`config.mk`:
```
export PLATFORM = sky130hd
export DESIGN_NAME = mem_access_prep
export DESIGN_NICKNAME = d
export VERILOG_FILES = /design/src/verilog/excp_pkg.sv /design/src/verilog/mem_pkg.sv /design/src/verilog/addr_xlate_check.sv /design/src/verilog/lane_format.sv /design/src/verilog/mem_access_prep.sv /design/src/verilog/mem_req_stage.sv
export SDC_FILE = /design/constraint.sdc
export NUM_CORES = 1
export LEC_CHECK = 0
export BUFFER_PORTS_ARGS = -buffer_cell sky130_fd_sc_hd__buf_2
export CAP_MARGIN = 20
export CORE_MARGIN = 1
export CORE_UTILIZATION = 45
export CTS_BUF_LIST = sky130_fd_sc_hd__clkbuf_2
export DETAILED_ROUTE_END_ITERATION = 6
export PLACE_DENSITY_LB_ADDON = 0.25
export SYNTH_ARGS = -nofsm -noshare
export SYNTH_HDL_FRONTEND = slang
export SYNTH_HIERARCHICAL = 1
export SYNTH_SLANG_ARGS = --single-unit
```
`constraint.sdc`:
```
create_clock -name clk -period 2.4 [get_ports clk]
set_clock_uncertainty 0.05 [all_clocks]
set_input_delay 0.36 -clock clk [delete_from_list [all_inputs] [get_ports clk]]
set_output_delay 0.36 -clock clk [all_outputs]
set_load 0.02 [all_outputs]
```
`src/verilog/excp_pkg.sv`:
```
package excp_pkg;

    localparam int pfn_w = 20;

    // Cache attribute encoding, 3 is cacheable noncoherent
    localparam logic [2:0] attr_cached = 3'd3;

    // Cause register codes
    typedef enum logic [4:0] {
        exc_none  = 5'd0,
        exc_mod   = 5'd1,
        exc_tlbl  = 5'd2,
        exc_tlbs  = 5'd3,
        exc_adel  = 5'd4,
        exc_ades  = 5'd5
    } exc_code_e;

    // Result of the data side TLB lookup
    typedef struct packed {
        logic             found;
        logic             valid;
        logic             dirty;
        logic [pfn_w-1:0] pfn;
        logic [2:0]       attr;
    } tlb_res_t;

endpackage

```
`src/verilog/mem_pkg.sv`:
```
package mem_pkg;
    import excp_pkg::*;

    localparam int addr_w = 32;
    localparam int page_off_w = 12;

    localparam logic [2:0] seg_kseg0 = 3'b100; // Unmapped, cache from k0
    localparam logic [3:0] wstrb_all = 4'b1111;
    localparam logic [4:0] rstrb_all = 5'b11111;

    typedef logic [addr_w-1:0] vaddr_t;
    typedef logic [addr_w-1:0] word_t;
    typedef logic [3:0] wstrb_t;
    typedef logic [4:0] rstrb_t;   // {full, signed, half, byte offset}

    // Loads in the lower half, stores in the upper half
    typedef enum logic [3:0] {
        op_lb  = 4'd0,
        op_lbu = 4'd1,
        op_lh  = 4'd2,
        op_lhu = 4'd3,
        op_lw  = 4'd4,
        op_lwl = 4'd5,
        op_lwr = 4'd6,
        op_ll  = 4'd7,
        op_sb  = 4'd8,
        op_sh  = 4'd9,
        op_sw  = 4'd10,
        op_swl = 4'd11,
        op_swr = 4'd12,
        op_sc  = 4'd13
    } mem_op_e;

    typedef enum logic [2:0] {
        size_byte = 3'd0,
        size_half = 3'd1,
        size_word = 3'd2
    } size_e;

    typedef struct packed {
        logic     valid;
        mem_op_e  op;
        vaddr_t   vaddr;
        word_t    wdata;
        tlb_res_t tlb;
    } mem_req_t;

    typedef struct packed {
        logic      valid;
        mem_op_e   op;
        vaddr_t    paddr;
        logic      uncached;
        word_t     wdata;     // Raw store data, not yet lane aligned
        logic      exc;
        exc_code_e exc_code;
        vaddr_t    badvaddr;
        logic      we;
        logic      re;
        logic      sc_ok;
    } mem_ctl_t;

    typedef struct packed {
        logic      valid;
        vaddr_t    paddr;
        logic      uncached;
        logic      exc;
        exc_code_e exc_code;
        vaddr_t    badvaddr;
        logic      we;
        logic      re;
        logic      sc_ok;
        wstrb_t    wstrb;
        word_t     wdata;
        rstrb_t    rstrb;
        size_e     size;
    } mem_resp_t;

endpackage

```
`src/verilog/addr_xlate_check.sv`:
```
module addr_xlate_check
    import mem_pkg::*;
    import excp_pkg::*;
(
    input  logic       clk,
    input  logic       arst_n,
    input  mem_req_t   stage_req,
    input  logic       is_store,
    input  logic       is_load,
    input  logic [2:0] k0_attr,
    output mem_ctl_t   ctl
);

    vaddr_t    va;
    tlb_res_t  tlb;
    logic      valid;
    logic      mapped;
    logic      kseg0;
    logic      tlb_hit;
    logic      ades;
    logic      adel;
    logic      tlbl;
    logic      tlbs;
    logic      tlbmod;
    logic      exc;
    logic      sc_ok;
    logic      store_eff;
    exc_code_e exc_code;
    logic      link_bit;
    vaddr_t    link_addr;

    assign va    = stage_req.vaddr;
    assign tlb   = stage_req.tlb;
    assign valid = stage_req.valid;

    // kuseg and kseg2/3 go through the TLB
    assign mapped = !va[31] || (va[31:30] == 2'b11);
    assign kseg0  = (va[31:29] == seg_kseg0);

    assign tlb_hit = tlb.found && tlb.valid;

    // SC only counts as a store when the link still holds
    assign sc_ok     = valid && (stage_req.op == op_sc) && link_bit && (link_addr == va);
    assign store_eff = is_store && ((stage_req.op != op_sc) || sc_ok);

    assign ades = valid && (((stage_req.op == op_sh) && va[0])
                  || ((stage_req.op inside {op_sw, op_sc}) && (va[1:0] != 2'b00)));
    assign adel = valid && (((stage_req.op inside {op_lh, op_lhu}) && va[0])
                  || ((stage_req.op inside {op_lw, op_ll}) && (va[1:0] != 2'b00)));

    assign tlbl   = valid && mapped && is_load && !tlb_hit;
    assign tlbs   = valid && mapped && store_eff && !tlb_hit;
    assign tlbmod = valid && mapped && store_eff && tlb_hit && !tlb.dirty;

    assign exc = ades || adel || tlbl || tlbs || tlbmod;

    always_comb begin
        if (ades) begin
            exc_code = exc_ades;
        end else if (adel) begin
            exc_code = exc_adel;
        end else if (tlbl) begin
            exc_code = exc_tlbl;
        end else if (tlbs) begin
            exc_code = exc_tlbs;
        end else if (tlbmod) begin
            exc_code = exc_mod;
        end else begin
            exc_code = exc_none;
        end
    end

    // Link survives until an LL replaces it or anything traps
    always_ff @(posedge clk or negedge arst_n) begin
        if (!arst_n) begin
            link_bit  <= 1'b0;
            link_addr <= '0;
        end else if (exc) begin
            link_bit  <= 1'b0;
            link_addr <= '0;
        end else if (valid && (stage_req.op == op_ll)) begin
            link_bit  <= 1'b1;
            link_addr <= va;
        end
    end

    always_comb begin
        ctl.valid    = valid;
        ctl.op       = stage_req.op;
        ctl.paddr    = mapped ? {tlb.pfn, va[page_off_w-1:0]} : {3'b000, va[28:0]};
        ctl.uncached = !((kseg0 && (k0_attr == attr_cached))
                         || (mapped && (tlb.attr == attr_cached)));
        ctl.wdata    = stage_req.wdata;
        ctl.exc      = exc;
        ctl.exc_code = exc_code;
        ctl.badvaddr = exc ? va : '0;
        ctl.we       = valid && store_eff && !exc;
        ctl.re       = valid && is_load && !exc;
        ctl.sc_ok    = sc_ok && !exc; // A trapping SC never completes
    end

endmodule

```
`src/verilog/lane_format.sv`:
```
module lane_format
    import mem_pkg::*;
(
    input  logic      clk,
    input  logic      arst_n,
    input  mem_ctl_t  ctl,
    output mem_resp_t resp
);

    logic [1:0] off;
    word_t      rt;
    mem_resp_t  nxt;
    mem_resp_t  resp_q;
    logic       valid_q;
    logic       we_q;
    logic       re_q;
    logic       exc_q;

    assign off = ctl.paddr[1:0];
    assign rt  = ctl.wdata;

    always_comb begin
        nxt.valid    = ctl.valid;
        nxt.paddr    = ctl.paddr;
        nxt.uncached = ctl.uncached;
        nxt.exc      = ctl.exc;
        nxt.exc_code = ctl.exc_code;
        nxt.badvaddr = ctl.badvaddr;
        nxt.we       = ctl.we;
        nxt.re       = ctl.re;
        nxt.sc_ok    = ctl.sc_ok;
        nxt.wstrb    = wstrb_all;     // SW, SC
        nxt.wdata    = rt;
        nxt.rstrb    = rstrb_all;     // LW, LL
        nxt.size     = size_word;
        case (ctl.op)
            op_sb: begin
                nxt.wstrb = 4'b0001 << off;
                nxt.wdata = {4{rt[7:0]}};
                nxt.size  = size_byte;
            end
            op_sh: begin
                nxt.wstrb = off[1] ? 4'b1100 : 4'b0011;
                nxt.wdata = {2{rt[15:0]}};
                nxt.size  = size_half;
            end
            op_swl: begin
                nxt.wstrb = wstrb_all >> (2'd3 - off); // Upper bytes into low lanes
                case (off)
                    2'b00:   nxt.wdata = {4{rt[31:24]}};
                    2'b01:   nxt.wdata = {2{rt[31:16]}};
                    2'b10:   nxt.wdata = {8'b0, rt[31:8]};
                    default: nxt.wdata = rt;
                endcase
            end
            op_swr: begin
                nxt.wstrb = wstrb_all << off;
                case (off)
                    2'b00:   nxt.wdata = rt;
                    2'b01:   nxt.wdata = {rt[23:0], 8'b0};
                    2'b10:   nxt.wdata = {2{rt[15:0]}};
                    default: nxt.wdata = {4{rt[7:0]}};
                endcase
            end
            op_lbu: begin
                nxt.rstrb = {3'b000, off};
                nxt.size  = size_byte;
            end
            op_lb: begin
                nxt.rstrb = {3'b010, off};
                nxt.size  = size_byte;
            end
            op_lhu: begin
                nxt.rstrb = {3'b001, off[1], 1'b0};
                nxt.size  = size_half;
            end
            op_lh: begin
                nxt.rstrb = {3'b011, off[1], 1'b0};
                nxt.size  = size_half;
            end
            op_lwl: begin
                case (off)
                    2'b00:   nxt.rstrb = 5'b11000;
                    2'b01:   nxt.rstrb = 5'b11100;
                    2'b10:   nxt.rstrb = 5'b11110;
                    default: nxt.rstrb = 5'b11111;
                endcase
            end
            op_lwr: begin
                case (off)
                    2'b00:   nxt.rstrb = 5'b11111;
                    2'b01:   nxt.rstrb = 5'b10111;
                    2'b10:   nxt.rstrb = 5'b10011;
                    default: nxt.rstrb = 5'b10001;
                endcase
            end
            default: ;
        endcase
    end

    always_ff @(posedge clk or negedge arst_n) begin
        if (!arst_n) begin
            valid_q <= 1'b0;
            we_q    <= 1'b0;
            re_q    <= 1'b0;
            exc_q   <= 1'b0;
        end else begin
            valid_q <= nxt.valid;
            we_q    <= nxt.we;
            re_q    <= nxt.re;
            exc_q   <= nxt.exc;
        end
    end

    always_ff @(posedge clk) begin
        resp_q <= nxt;
    end

    // Control bits come from the reset flops
    always_comb begin
        resp       = resp_q;
        resp.valid = valid_q;
        resp.we    = we_q;
        resp.re    = re_q;
        resp.exc   = exc_q;
    end

endmodule

```
`src/verilog/mem_access_prep.sv`:
```
module mem_access_prep
    import mem_pkg::*;
(
    input  logic       clk,
    input  logic       arst_n,
    input  mem_req_t   req,
    input  logic [2:0] k0_attr,
    output mem_resp_t  resp
);

    mem_req_t stage_req;
    mem_ctl_t ctl;
    logic     is_store;
    logic     is_load;

    mem_req_stage u_req_stage (
        .clk       (clk),
        .arst_n    (arst_n),
        .req       (req),
        .stage_req (stage_req),
        .is_store  (is_store),
        .is_load   (is_load)
    );

    addr_xlate_check u_xlate (
        .clk       (clk),
        .arst_n    (arst_n),
        .stage_req (stage_req),
        .is_store  (is_store),
        .is_load   (is_load),
        .k0_attr   (k0_attr),
        .ctl       (ctl)
    );

    lane_format u_lanes (
        .clk    (clk),
        .arst_n (arst_n),
        .ctl    (ctl),
        .resp   (resp)
    );

endmodule

```
`src/verilog/mem_req_stage.sv`:
```
module mem_req_stage
    import mem_pkg::*;
(
    input  logic     clk,
    input  logic     arst_n,
    input  mem_req_t req,
    output mem_req_t stage_req,
    output logic     is_store,
    output logic     is_load
);

    logic     valid_q;
    mem_req_t req_q;

    always_ff @(posedge clk or negedge arst_n) begin
        if (!arst_n) begin
            valid_q <= 1'b0;
        end else begin
            valid_q <= req.valid;
        end
    end

    // Payload only, valid travels in valid_q
    always_ff @(posedge clk) begin
        req_q <= req;
    end

    always_comb begin
        stage_req       = req_q;
        stage_req.valid = valid_q;
    end

    assign is_store = stage_req.op inside {op_sb, op_sh, op_sw, op_swl, op_swr, op_sc};

    assign is_load = stage_req.op inside {
        op_lb, op_lbu, op_lh, op_lhu, op_lw, op_lwl, op_lwr, op_ll
    };

endmodule
```
==> run summary <==
placed cells -> 1,259
Hold Vio Cnt, Final -> 0
CTS root buf -> clkbuf_2
core area -> 0.0204 mm^2
P&R area growth vs syn -> 29.7%
total wire length -> 24,800 um
final worst slack -> 0.136 ns
min-delay worst type -> input pin to register
R2R Path End -> u_lanes/resp[51]
PortBufs -> 217
first-pass GRT wire length -> 39,400 um
critical setup path kind -> register to register
slowest cell on the critical path -> dfxtp_1
final setup vio count -> 0
fin area -> 0.0122 mm^2
final cell count without fillers -> 1,501
Worst-Skew Late Latency -> 0.86 ns
chip height -> 147 um
synthesized instance count -> 857
Worst Setup SP -> u_req_stage/stage_req[92]
CP Launch Type -> register
Avg Vias per Cell -> 5.05
crit path to -> u_lanes/resp[51]
Arr. time, crit path -> 2.87 ns
fill count -> 1,731
leakage dissipation -> 0.00565 uW
Clock transition at path regs -> 0.11 ns
DRC Markers -> 0
GRT Overall Usage -> 22.8%
FP Rows -> 52
initial core utilization -> 46.2%
gp weighted congestion -> 0.803
Clock Tree Buf Depth -> 3
slew margin rel. -> 42.3%
share of layout cells above drive strength 1 -> 32.0%
Die Area -> 0.0216 mm^2
highest clock rate -> 0.442 GHz
Avg Inst Size Synth -> 11.0 um^2
worst stage delay on the critical path -> 0.56 ns
Num CTS Buffers -> 59
fin crit share -> 94.3%
CTS tree -> built
Seq/Total Area, Yosys -> 54.2%
via count -> 7,581
#FFs+latches synth -> 246
Worst Reg2Reg Path Length in Cells -> 6
outcome -> finished, final reports clean
CP max FO -> 29
PD cells -> 693 mW/mm^2
EDFF count, synth -> 0
vias in the first global route -> 7,661
placed inst area -> 0.0104 mm^2
drt initial violations -> 429
R2R setup slack -> 0.14 ns
pin count of the biggest net entering global routing -> 39
setup_tns -> 0 ns
total gr overflow -> 0
max-slew violation count -> 0
Worst Path Required -> 3.00 ns
die width -> 147 um
cell area after synthesis -> 0.00944 mm^2
end-of-flow core utilization -> 59.9%
initial antenna violation count -> 1
H-tree depth -> 2
Reg2Reg Launch Point -> u_req_stage/stage_req[92]
VDD IR max -> 0.437 mV
crit path time final -> 2.26 ns
post-route ant nets -> 0
Crit. End Element -> register
Final #Nets -> 1,281
HPWL Detailed -> 15,000 um
CTS Sinks -> 246
num ports -> 219
Yosys Warn Count -> 6
synth unique cells -> 68
Pre-Repair DR Iteration Count -> 5
Worst Tran Pin Value -> 0.866 ns
MaxCap Viol Count -> 0
ys async rst share -> 15.4%
post-DR wirelength/cell -> 16.5 um
ys flop type -> dfxtp_1
worst slack, placed -> 0.146 ns
CP cell instances -> nand4b_1 -> and4_1 -> a221oi_4 -> nor2_4 -> buf_12 -> o2bb2ai_1
RSZ-0062 raised after global routing -> false
[final cells by class]
class / count / area [um^2] / share of cell area (%)
sequential: 246 / 5120 / 41.8
clock buffer: 88 / 440 / 3.60
inverter: 9 / 33.8 / 0.276
antenna: 1 / 2.50 / 0.0204
timing repair buffer: 375 / 2640 / 21.5
clock inverter: 22 / 118 / 0.960
multi-input combinational: 490 / 3560 / 29.1
tap: 270 / 338 / 2.76
[how the worst min path moves through the flow]
stage	start	endpoint	slack, ns	depth (start not counted)
6_report	req[52]	u_req_stage/stage_req[52]	0.09	2
5_1_grt	req[56]	u_req_stage/stage_req[56]	0.001	2
4_1_cts	req[30]	u_req_stage/stage_req[30]	0.001	2
3_5_place_dp	u_req_stage/stage_req[68]	u_lanes/resp[96]	0.36	0
3_3_place_gp	u_req_stage/stage_req[16]	u_lanes/resp[111]	0.35	2
2_1_floorplan	arst_n	u_lanes/exc_q	0.01	0
[cells in the mapped netlist, types with 3 or more instances]
library cell | count | share of area (%)
a31oi_1 | 7 | 0.46
buf_2 | 27 | 1.4
nor4_1 | 4 | 0.27
nor3_1 | 12 | 0.64
and4_1 | 3 | 0.28
nor2b_1 | 11 | 0.73
clkbuf_1 | 16 | 0.64
o211ai_1 | 3 | 0.24
o21ai_0 | 11 | 0.58
a211oi_2 | 28 | 3.7
and2_1 | 6 | 0.40
a22o_1 | 10 | 0.93
a21oi_1 | 21 | 1.1
mux4_2 | 6 | 1.4
a221o_1 | 13 | 1.4
a22oi_1 | 4 | 0.32
mux2i_1 | 53 | 5.6
xnor2_1 | 32 | 3.0
buf_4 | 61 | 4.9
dfrtp_1 | 38 | 10
o22ai_1 | 9 | 0.60
inv_1 | 9 | 0.36
o21ai_1 | 4 | 0.21
nand4_1 | 16 | 1.1
or3_1 | 3 | 0.20
nand2b_1 | 7 | 0.46
buf_6 | 5 | 0.60
buf_1 | 3 | 0.12
dfxtp_1 | 208 | 44
nand3_1 | 8 | 0.42
nand2_1 | 105 | 4.2
nor2_1 | 33 | 1.3
o2bb2ai_1 | 30 | 2.8
and3_1 | 8 | 0.53
[cell usage in the layout (no fill, tap or decap), types with 28 or more instances in the layout]
cell type / instances
buf_2: 217
dfxtp_1: 205
dlygate4sd3_1: 130
nand2_1: 105
clkbuf_2: 88
mux2i_1: 53
dfrtp_1: 38
nor2_1: 33
xnor2_1: 32
o2bb2ai_1: 30
a211oi_2: 28
[critical path: cells and delay by family (launching register included)]
kind                   cells  cell delay, ns
and+or+nand+nor            3            0.73
buffers and inverters      1            0.22
AOI/OAI and AO/OA          2            0.51
DFF                        1            0.56
[kinds of logic after synthesis]
| kind of cell | count (synthesis) | synth area share (%) |
|---|---|---|
| AO/OA/AOI/OAI | 161 | 14.7 |
| XOR/XNOR | 33 | 3.06 |
| buffers and inverters | 123 | 8.26 |
| flip-flops | 246 | 54.2 |
| multiplexers | 65 | 8.09 |
| other | 2 | 0.0796 |
| AND/OR/NAND/NOR | 227 | 11.7 |
[sequential cells by signal, indices dropped and copies added (netlist names)]
signal / count
u_lanes/re_q: 1
u_req_stage/valid_q: 1
u_lanes/exc_q: 1
u_xlate/link_bit: 1
u_lanes/we_q: 1
u_lanes/valid_q: 1
u_lanes/resp: 114
u_xlate/link_addr: 32
u_req_stage/stage_req: 94
[through the flow]
| step | hold slack [ns] | total power (uW) |
|---|---|---|
| 6_report | 0.0872 | 8490 |
| 2_1_floorplan | 0.0144 | 5300 |
| 5_1_grt | 0.00149 | 8950 |
| 3_3_place_gp | 0.352 | 5610 |
| 3_5_place_dp | 0.356 | 5620 |
| 4_1_cts | 0.00142 | 8550 |
[per-layer routing]
| metal | share of wire (%) | global-route usage (%) | up-vias |
|---|---|---|---|
| li1 | - | - | 3657 |
| met1 | 44 | 30.0 | 3547 |
| met2 | 46 | 35.5 | 327 |
| met3 | 7.5 | 5.87 | 50 |
| met4 | 2.1 | 9.74 | 0 |
| met5 | 0 | 0 | - |
[timing repair]
action | CTS | global route
resized for setup | 0 | 0
setup buffers | 0 | 0
setup endpoints to repair | 0 | 23
endpoints found under the hold margin | 134 | 3
hold buffers | 127 | 3
[power by group]
part	leakage (uW)	internal [uW]	switching [uW]	total, uW
Sequential	0.00227	4340	156	4490
Clock	0.000423	1100	1680	2780
Combinational	0.00296	557	656	1210
No activity file was read; power rests on OpenSTA's default activity.
